## src/hw/fb_pkg.sv

```systemverilog
package fb_pkg;

	// sdram geometry as seen by the controller
	localparam int BANK_W = 2;
	localparam int ROW_W  = 13;
	localparam int COL_W  = 9;

	typedef logic [BANK_W-1:0] bank_t; // one of four sdram banks
	typedef logic [ROW_W-1:0]  row_t;  // row, doubles as burst count per frame

	// flat controller address {bank, row, col}
	typedef struct packed {
		bank_t            bank;
		row_t             row;
		logic [COL_W-1:0] col;  // always 0, one full-row burst per request
	} sdram_addr_t;

	// frame and fifo status from the sync stage
	typedef struct packed {
		logic cam_frame_edge; // pulse, camera vsync rise
		logic vga_frame_edge; // pulse, vga vsync rise
		logic wr_level_ok;    // level, write fifo holds a burst
		logic rd_level_low;   // level, read fifo has room
	} frame_evt_t;

	// bank roles after reset
	localparam bank_t RESET_CAM_BANK   = 2'd1;
	localparam bank_t RESET_VGA_BANK   = 2'd0;
	localparam bank_t RESET_SPARE_BANK = 2'd2;

	// the three roles only ever use banks 0..2, bank 3 stays free

endpackage

```

## src/hw/fb_bank_rotator.sv

```systemverilog
`timescale 1ns/100ps

module fb_bank_rotator (
	input  logic          clk_133M,
	input  logic          rst_133,
	input  logic          vga_frame_edge_i,
	input  logic          frame_closed_i,
	output fb_pkg::bank_t spare_bank_o,
	output logic          rd_restart_o,
	output fb_pkg::bank_t rd_bank_o
);

	fb_pkg::bank_t cam_bank_q;    // being written
	fb_pkg::bank_t vga_bank_q;    // being displayed
	fb_pkg::bank_t spare_bank_q;  // last finished frame or free
	logic          fresh_q;       // spare holds an unshown frame
	logic          restart_q;

	always_ff @(posedge clk_133M or negedge rst_133) begin
		if (!rst_133) begin
			cam_bank_q   <= fb_pkg::RESET_CAM_BANK;
			vga_bank_q   <= fb_pkg::RESET_VGA_BANK;
			spare_bank_q <= fb_pkg::RESET_SPARE_BANK;
			fresh_q      <= 1'b0;
			restart_q    <= 1'b0;
		end else if (frame_closed_i) begin
			// camera moves on, finished frame parks in spare
			cam_bank_q   <= spare_bank_q;
			spare_bank_q <= cam_bank_q;
			fresh_q      <= 1'b1;
			restart_q    <= 1'b0;  // vga edge here is lost
		end else if (vga_frame_edge_i) begin
			restart_q <= 1'b1;
			if (fresh_q) begin
				// display picks up the newest frame
				vga_bank_q   <= spare_bank_q;
				spare_bank_q <= vga_bank_q;
				fresh_q      <= 1'b0;
			end
		end else begin
			restart_q <= 1'b0;
		end
	end

	assign spare_bank_o = spare_bank_q;
	assign rd_restart_o = restart_q;
	// display role already updated when restart is seen
	assign rd_bank_o    = vga_bank_q;

	// camera and display never share a bank, nor the spare
	a_roles_distinct: assert property (@(posedge clk_133M) disable iff (!rst_133)
		(cam_bank_q != vga_bank_q) && (cam_bank_q != spare_bank_q) &&
		(vga_bank_q != spare_bank_q))
		else $error("bank roles overlap");

endmodule

```

## src/hw/fb_event_sync.sv

```systemverilog
`timescale 1ns/100ps

module fb_event_sync #(
	parameter int FIFO_USED_W = 11,
	parameter int WR_LEVEL    = 512,
	parameter int RD_LEVEL    = 1500
) (
	input  logic                   clk_133M,
	input  logic                   rst_133,
	input  logic                   cam_vsync_i,  // async to clk_133M
	input  logic                   vga_vsync_i,  // async to clk_133M
	input  logic [FIFO_USED_W-1:0] wr_used_i,
	input  logic [FIFO_USED_W-1:0] rd_used_i,
	output fb_pkg::frame_evt_t     evt_o
);

	// bit 1 = camera, bit 0 = vga
	logic [1:0] vs_meta_q;  // first sync flop
	logic [1:0] vs_sync_q;  // second sync flop
	logic [1:0] vs_prev_q;  // previous synced value
	logic [1:0] vs_edge_q;  // registered rising edge

	// bit 1 = write level, bit 0 = read level
	logic [1:0] lvl_raw;
	logic [1:0] lvl_d1_q;
	logic [1:0] lvl_d2_q;

	// write side wants a full burst, read side wants headroom
	assign lvl_raw[1] = (wr_used_i >= FIFO_USED_W'(WR_LEVEL));
	assign lvl_raw[0] = (rd_used_i <= FIFO_USED_W'(RD_LEVEL));

	always_ff @(posedge clk_133M or negedge rst_133) begin
		if (!rst_133) begin
			vs_meta_q <= '0;
			vs_sync_q <= '0;
			vs_prev_q <= '0;
			vs_edge_q <= '0;
		end else begin
			vs_meta_q <= {cam_vsync_i, vga_vsync_i};
			vs_sync_q <= vs_meta_q;
			vs_prev_q <= vs_sync_q;
			vs_edge_q <= vs_sync_q & ~vs_prev_q; // rise only, one cycle
		end
	end

	// fill counts cross from the fifo clocks, so two stages
	always_ff @(posedge clk_133M or negedge rst_133) begin
		if (!rst_133) begin
			lvl_d1_q <= '0;
			lvl_d2_q <= '0;
		end else begin
			lvl_d1_q <= lvl_raw;
			lvl_d2_q <= lvl_d1_q;
		end
	end

	assign evt_o = '{
		cam_frame_edge: vs_edge_q[1],
		vga_frame_edge: vs_edge_q[0],
		wr_level_ok:    lvl_d2_q[1],
		rd_level_low:   lvl_d2_q[0]
	};

endmodule

```

## src/hw/fb_frame_buffer_ctrl.sv

```systemverilog
`timescale 1ns/100ps

module fb_frame_buffer_ctrl #(
	parameter int FIFO_USED_W = 11,
	parameter int WR_LEVEL    = 512,   // write fifo words for one burst
	parameter int RD_LEVEL    = 1500,  // read fifo depth is 2048
	parameter int MIN_ROWS    = 25
) (
	input  logic                   clk_133M,
	input  logic                   rst_133,
	input  logic                   cam_vsync_i,
	input  logic                   vga_vsync_i,
	input  logic [FIFO_USED_W-1:0] wr_used_i,
	input  logic [FIFO_USED_W-1:0] rd_used_i,
	// sdram controller write port
	output logic                   wr_req_o,
	input  logic                   wr_ack_i,
	output fb_pkg::sdram_addr_t    wr_addr_o,
	output logic                   wr_clear_o,
	output fb_pkg::row_t           wr_rows_o,
	// sdram controller read port
	output logic                   rd_req_o,
	input  logic                   rd_ack_i,
	output fb_pkg::sdram_addr_t    rd_addr_o,
	output logic                   rd_clear_o,
	output fb_pkg::row_t           rd_rows_o
);

	fb_pkg::frame_evt_t evt;
	logic               frame_closed;
	fb_pkg::bank_t      spare_bank;
	logic               rd_restart;
	fb_pkg::bank_t      rd_bank;

	fb_event_sync #(
		.FIFO_USED_W (FIFO_USED_W),
		.WR_LEVEL    (WR_LEVEL),
		.RD_LEVEL    (RD_LEVEL)
	) u_event_sync (
		.clk_133M    (clk_133M),
		.rst_133     (rst_133),
		.cam_vsync_i (cam_vsync_i),
		.vga_vsync_i (vga_vsync_i),
		.wr_used_i   (wr_used_i),
		.rd_used_i   (rd_used_i),
		.evt_o       (evt)
	);

	fb_write_channel #(
		.MIN_ROWS (MIN_ROWS)
	) u_write_channel (
		.clk_133M       (clk_133M),
		.rst_133        (rst_133),
		.evt_i          (evt),
		.wr_ack_i       (wr_ack_i),
		.spare_bank_i   (spare_bank),
		.wr_req_o       (wr_req_o),
		.wr_addr_o      (wr_addr_o),
		.wr_clear_o     (wr_clear_o),
		.frame_closed_o (frame_closed),
		.wr_rows_o      (wr_rows_o)
	);

	fb_bank_rotator u_bank_rotator (
		.clk_133M         (clk_133M),
		.rst_133          (rst_133),
		.vga_frame_edge_i (evt.vga_frame_edge),
		.frame_closed_i   (frame_closed),  // wins over a vga edge
		.spare_bank_o     (spare_bank),
		.rd_restart_o     (rd_restart),
		.rd_bank_o        (rd_bank)
	);

	fb_read_channel u_read_channel (
		.clk_133M       (clk_133M),
		.rst_133        (rst_133),
		.rd_level_low_i (evt.rd_level_low),
		.rd_ack_i       (rd_ack_i),
		.rd_restart_i   (rd_restart),
		.rd_bank_i      (rd_bank),
		.rd_req_o       (rd_req_o),
		.rd_addr_o      (rd_addr_o),
		.rd_clear_o     (rd_clear_o),
		.rd_rows_o      (rd_rows_o)
	);

endmodule

```

## src/hw/fb_read_channel.sv

```systemverilog
`timescale 1ns/100ps

module fb_read_channel (
	input  logic                clk_133M,
	input  logic                rst_133,
	input  logic                rd_level_low_i,
	input  logic                rd_ack_i,
	input  logic                rd_restart_i,  // one per shown vga frame
	input  fb_pkg::bank_t       rd_bank_i,
	output logic                rd_req_o,
	output fb_pkg::sdram_addr_t rd_addr_o,
	output logic                rd_clear_o,
	output fb_pkg::row_t        rd_rows_o
);

	logic          rd_req_q;
	fb_pkg::bank_t rd_bank_q;
	fb_pkg::row_t  rd_row_q;
	logic          rd_clear_q;
	fb_pkg::row_t  rd_rows_q;  // rows read in last finished frame

	always_ff @(posedge clk_133M or negedge rst_133) begin
		if (!rst_133) begin
			rd_req_q   <= 1'b0;
			rd_bank_q  <= fb_pkg::RESET_VGA_BANK;
			rd_row_q   <= '0;
			rd_clear_q <= 1'b0;
			rd_rows_q  <= '0;
		end else if (rd_restart_i) begin
			// rewind to top of the chosen frame
			rd_row_q   <= '0;
			rd_bank_q  <= rd_bank_i;
			rd_req_q   <= 1'b0;
			rd_clear_q <= 1'b1;  // stale pixels flushed
			rd_rows_q  <= rd_row_q;
		end else begin
			rd_clear_q <= 1'b0;
			if (!rd_req_q) begin
				if (rd_level_low_i) begin
					rd_req_q <= 1'b1;
				end
			end else if (rd_ack_i) begin
				rd_row_q <= rd_row_q + fb_pkg::row_t'(1);
				rd_req_q <= 1'b0;
			end
		end
	end

	assign rd_req_o   = rd_req_q;
	assign rd_clear_o = rd_clear_q;
	assign rd_rows_o  = rd_rows_q;
	assign rd_addr_o  = '{bank: rd_bank_q, row: rd_row_q, col: '0};

	// request held across controller latency
	a_rd_req_held: assert property (@(posedge clk_133M) disable iff (!rst_133)
		rd_req_q && !rd_ack_i && !rd_restart_i |=> rd_req_q)
		else $error("read request dropped without ack or restart");

endmodule

```

## src/hw/fb_write_channel.sv

```systemverilog
`timescale 1ns/100ps

module fb_write_channel #(
	parameter int MIN_ROWS = 25
) (
	input  logic                clk_133M,
	input  logic                rst_133,
	input  fb_pkg::frame_evt_t  evt_i,
	input  logic                wr_ack_i,
	input  fb_pkg::bank_t       spare_bank_i,  // next camera bank
	output logic                wr_req_o,
	output fb_pkg::sdram_addr_t wr_addr_o,
	output logic                wr_clear_o,
	output logic                frame_closed_o,
	output fb_pkg::row_t        wr_rows_o
);

	logic          wr_req_q;
	fb_pkg::bank_t wr_bank_q;
	fb_pkg::row_t  wr_row_q;    // next row to burst, also rows done
	logic          wr_clear_q;
	logic          closed_q;
	fb_pkg::row_t  wr_rows_q;   // rows of last closed frame
	logic          close_frame;

	// short frames are treated as noise from a restarting camera
	assign close_frame = evt_i.cam_frame_edge &&
		(wr_row_q >= fb_pkg::row_t'(MIN_ROWS));

	always_ff @(posedge clk_133M or negedge rst_133) begin
		if (!rst_133) begin
			wr_req_q   <= 1'b0;
			wr_bank_q  <= fb_pkg::RESET_CAM_BANK;
			wr_row_q   <= '0;
			wr_clear_q <= 1'b0;
			closed_q   <= 1'b0;
			wr_rows_q  <= '0;
		end else if (close_frame) begin
			wr_row_q   <= '0;
			wr_bank_q  <= spare_bank_i;  // spare becomes camera bank
			wr_req_q   <= 1'b0;          // outstanding burst abandoned
			wr_clear_q <= 1'b1;
			closed_q   <= 1'b1;
			wr_rows_q  <= wr_row_q;
		end else begin
			wr_clear_q <= 1'b0;
			closed_q   <= 1'b0;
			if (!wr_req_q) begin
				if (evt_i.wr_level_ok) begin
					wr_req_q <= 1'b1;  // address already stable here
				end
			end else if (wr_ack_i) begin
				wr_row_q <= wr_row_q + fb_pkg::row_t'(1);  // one row per burst
				wr_req_q <= 1'b0;  // low for at least a cycle
			end
		end
	end

	assign wr_req_o       = wr_req_q;
	assign wr_clear_o     = wr_clear_q;
	assign frame_closed_o = closed_q;
	assign wr_rows_o      = wr_rows_q;

	// full-row bursts, column stays at zero
	assign wr_addr_o = '{bank: wr_bank_q, row: wr_row_q, col: '0};

	// request is held through controller latency
	a_wr_req_held: assert property (@(posedge clk_133M) disable iff (!rst_133)
		wr_req_q && !wr_ack_i && !close_frame |=> wr_req_q)
		else $error("write request dropped without ack or close");

endmodule

```

## config.mk

```make
export PLATFORM = sky130hd
export DESIGN_NAME = fb_frame_buffer_ctrl
export DESIGN_NICKNAME = d
export VERILOG_FILES = /design/src/hw/fb_pkg.sv /design/src/hw/fb_bank_rotator.sv /design/src/hw/fb_event_sync.sv /design/src/hw/fb_frame_buffer_ctrl.sv /design/src/hw/fb_read_channel.sv /design/src/hw/fb_write_channel.sv
export SDC_FILE = /design/constraint.sdc
export NUM_CORES = 1
export LEC_CHECK = 0
export ABC_AREA = 1
export BUFFER_PORTS_ARGS = -buffer_cell sky130_fd_sc_hd__buf_2
export CORE_MARGIN = 5
export CORE_UTILIZATION = 55
export CTS_CLUSTER_DIAMETER = 150
export DETAILED_ROUTE_END_ITERATION = 16
export GPL_TIMING_DRIVEN = 0
export HOLD_SLACK_MARGIN = 0.03
export PLACE_DENSITY = 0.84
export SLEW_MARGIN = 20
export SYNTH_ARGS = -nofsm -noshare
export SYNTH_HDL_FRONTEND = slang
export SYNTH_HIERARCHICAL = 1
export SYNTH_SLANG_ARGS = --single-unit
```

## constraint.sdc

```tcl
create_clock -name clk_133M -period 3.2 [get_ports clk_133M]
set_input_delay 0.64 -clock clk_133M [delete_from_list [all_inputs] [get_ports clk_133M]]
set_output_delay 0.64 -clock clk_133M [all_outputs]
set_load 0.05 [all_outputs]
```

==> results.yml <==
pwr:
  p_sw_mw: 1.02
  p_clk_share_pct: 29.9
  peakVddDrop_mv: 0.481
  p_per_area_nw_per_um2: 607
  intPower_mw: 1.75
  leakage_nw: 2.53
  p_seq_share_pct: 43.8
  power_switching_share_pct: 36.9
  p_comb_share_pct: 26.3
  power_mw: 2.77
worst_setup_path:
  worst_setup_path_start_kind: "flip-flop"
  cp.arrival_ps: 1230
  critical_path.max_stage_delay_ps: 490
  critical_path.endpoint_type: "output pin"
  cp_slowest_cell: "dfrtp_1"
  cp_cell_sequence: "buf_4 > buf_2"
  worst_ep_required_time_ps: 2560
  worstSetupPathType: "reg2out"
  path_max_fanout: 7
  worst-r2r-cell-count: 10
  rrSetupSlack_ps: 1670
run:
  maxCapViolCount: 0
place:
  globalplace.congestion: 0.901
  hpwl_um: 6080
  portBuffers: 78
  dpl.cell_count: 612
  dp_slack_ps: 1600
synth:
  synth_fa_ha_area_share_pct: 1.00
  yosysWarnings: 6
  synth_top_family_by_area: "simple AND/OR/NAND/NOR gates"
  synth.ff_latch_count: 80
  synth_mux_area_share_pct: 0
  yosys.cell_types.count: 34
  async_flop_share_pct: 100
  synth_ff_type: "dfrtp_1"
  synth-edff-count: 0
  synth-compound-area-share_pct: 4.14
  synth_area_um2: 3750
  avgSynthCellArea_um2: 8.58
  synth_cells: 437
  synth-xor-area-share_pct: 0.935
  yosysSeqAreaShare_pct: 53.5
  synth-simple-area-share_pct: 30.0
cts:
  ctsHoldBuffers: 0
  h-tree-depth: 3
  post_cts_resized: 0
  cts-root-buf: "clkbuf_8"
  postCtsSetupRepairBufs: 0
  cts_made_buffers: 9
  cts_tree: "built"
  clock-sinks: 80
  cts.path.max_buffers: 2
  clk_latency_ps: 340
  path_clk_slew_ps: 80
timing:
  finalWorstSetupSlack_ps: 1330
  fin_crit_ps: 1870
  period_share_pct: 58.4
  hold_viol_final: 0
  setup_viol: 0
  fmax_mhz: 535
  tns_ps: 0
  skew_ps: 10.4
  rsz0062_at_grt: "no"
  slew_viol_final: 0
die:
  die_w_um: 92.5
  dieArea_um2: 8560
  die_height_um: 92.5
  io_pins: 106
  core_um2: 6720
  rows: 30
  start_util_pct: 55.8
detailed_routing:
  wl_um: 8470
  ant_nets: 0
  routedWlPerCell_um: 13.5
  drc_errors: 0
  viasPerCell: 5.13
  firstDrtPassIters: 5
  num_vias: 3220
  drt_iter0_markers: 153
finish:
  fin_cells: 628
  drive_above_1_share_pct: 29.0
  n_antenna_cell: 0
  synthToLayoutAreaGrowth_pct: 21.6
  fin_nets: 574
status:
  status: "finished clean"
min_path:
  hold_class: "in2async"
global_route:
  grt_overflow: 0
  grt_pass1_wl_um: 14200
  antenna_found_initial: 0
  grt_pass1_vias: 3153
  grt_start_max_net_pins: 57
  grt_usage_pct: 20.8
## through the flow
| step | hold slack (ps) | area (um^2) | util (%) |
|---|---|---|---|
| floorplan | 331 | 3810 | - |
| global placement | 333 | 4300 | 64.0 |
| detailed placement | 337 | 4330 | 64.4 |
| CTS | 188 | 4560 | 67.8 |
| global route | 184 | 4560 | 67.8 |
| finish | 198 | 4560 | 67.8 |
## power by group through the flow
stage | registers, mW | logic, mW | clock network, mW
final | 1.21 | 0.728 | 0.827
after global routing | 1.23 | 0.782 | 0.904
after CTS | 1.21 | 0.733 | 0.851
after detailed placement | 1.23 | 0.730 | 0
after global placement | 1.23 | 0.709 | 0
after floorplan | 1.50 | 0.266 | 0
## worst paths after layout
path                                                       endpoint                                      from
max in group asynchronous  u_bank_rotator/cam_bank_q[0]$_DFFE_PN1P_                                   rst_133
max reg2reg                 u_write_channel/wr_row_q[9]$_DFFE_PN0P_   u_write_channel/wr_row_q[1]$_DFFE_PN0P_
min                          u_read_channel/rd_row_q[5]$_DFFE_PN0P_                                   rst_133
min in group clk_133M           u_event_sync/vs_sync_q[0]$_DFF_PN0_       u_event_sync/vs_meta_q[0]$_DFF_PN0_
min reg2reg                     u_event_sync/vs_sync_q[0]$_DFF_PN0_       u_event_sync/vs_meta_q[0]$_DFF_PN0_
max                                                      wr_clear_o  u_write_channel/frame_closed_o$_DFF_PN0_
## cell usage in the layout (no fill, tap or decap), types with 2 or more instances in the layout
cell        instances
clkbuf_8           10
dfrtp_1            77
inv_1              38
buf_4              21
nand4_1             6
xor2_1              3
nor3_1              3
nor2_4              4
buf_6               3
o21ai_2             2
buf_2              78
conb_1             18
nand3_2             2
clkinvlp_4          3
nor2_2             10
o21ai_0            18
nand2_2            12
dfstp_2             3
nand3_1            37
clkbuf_1            4
ha_1                3
nand2_1           125
a21oi_1             5
nor2_1             46
nand2_4             2
bufinv_16           2
## sequential cells by signal, indices dropped and copies added, names as in the netlist, 13 cells and up
| signal | flops |
|---|---|
| u_write_channel/wr_row_q | 13 |
| u_read_channel/rd_row_q | 13 |
| u_write_channel/wr_rows_o | 13 |
| u_read_channel/rd_rows_o | 13 |
## synth_stat cells (all sizes together), types with 2 or more instances
library cell,count,area (um^2)
inv,39,146
dfstp,3,78.8
nand2,139,567
conb,2,7.51
xor2,3,26.3
ha,3,37.5
a21oi,5,25.0
nor3,3,15.0
nor2,60,280
buf,25,209
o21ai,20,108
dfrtp,77,1930
nand4,6,37.5
nand3,39,205
clkbuf,5,22.5
## worst max-delay path, delay by kind of cell (launching register included)
family	cells	cell delay [ps]
flops	1	490
buf+inv	2	400
## cells by family (layout without fill, tap and decap cells)
logic type	count (synthesis)	in the layout
AND/OR/NAND/NOR	250	250
flip-flops	80	80
buffers and inverters	70	165
AO/OA/AOI/OAI	28	28
XOR/XNOR	4	4
adder cells (fa/ha/maj)	3	3
other	2	18
## cell type report
| cell class | count | area (um^2) |
|---|---|---|
| fillers | 533 | 2160 |
| flip-flops and latches | 80 | 2010 |
| multi-input cells | 303 | 1420 |
| repair buffers | 79 | 420 |
| plain buffers | 30 | 231 |
| inverters | 40 | 151 |
| clock buffers | 10 | 138 |
| well taps | 80 | 100 |
| clock inverters | 6 | 91.3 |
## metal layers
layer | up-vias | share of wire [%] | global-route usage, % | wire, um
met5 | - | 0 | 0 | 0
met4 | 0 | 1.5 | 8.42 | 125
met3 | 16 | 7.7 | 4.71 | 655
met2 | 137 | 51 | 34.7 | 4310
met1 | 1525 | 40 | 26.1 | 3380
li1 | 1542 | - | - | -
No activity file was read; power rests on OpenSTA's default activity.
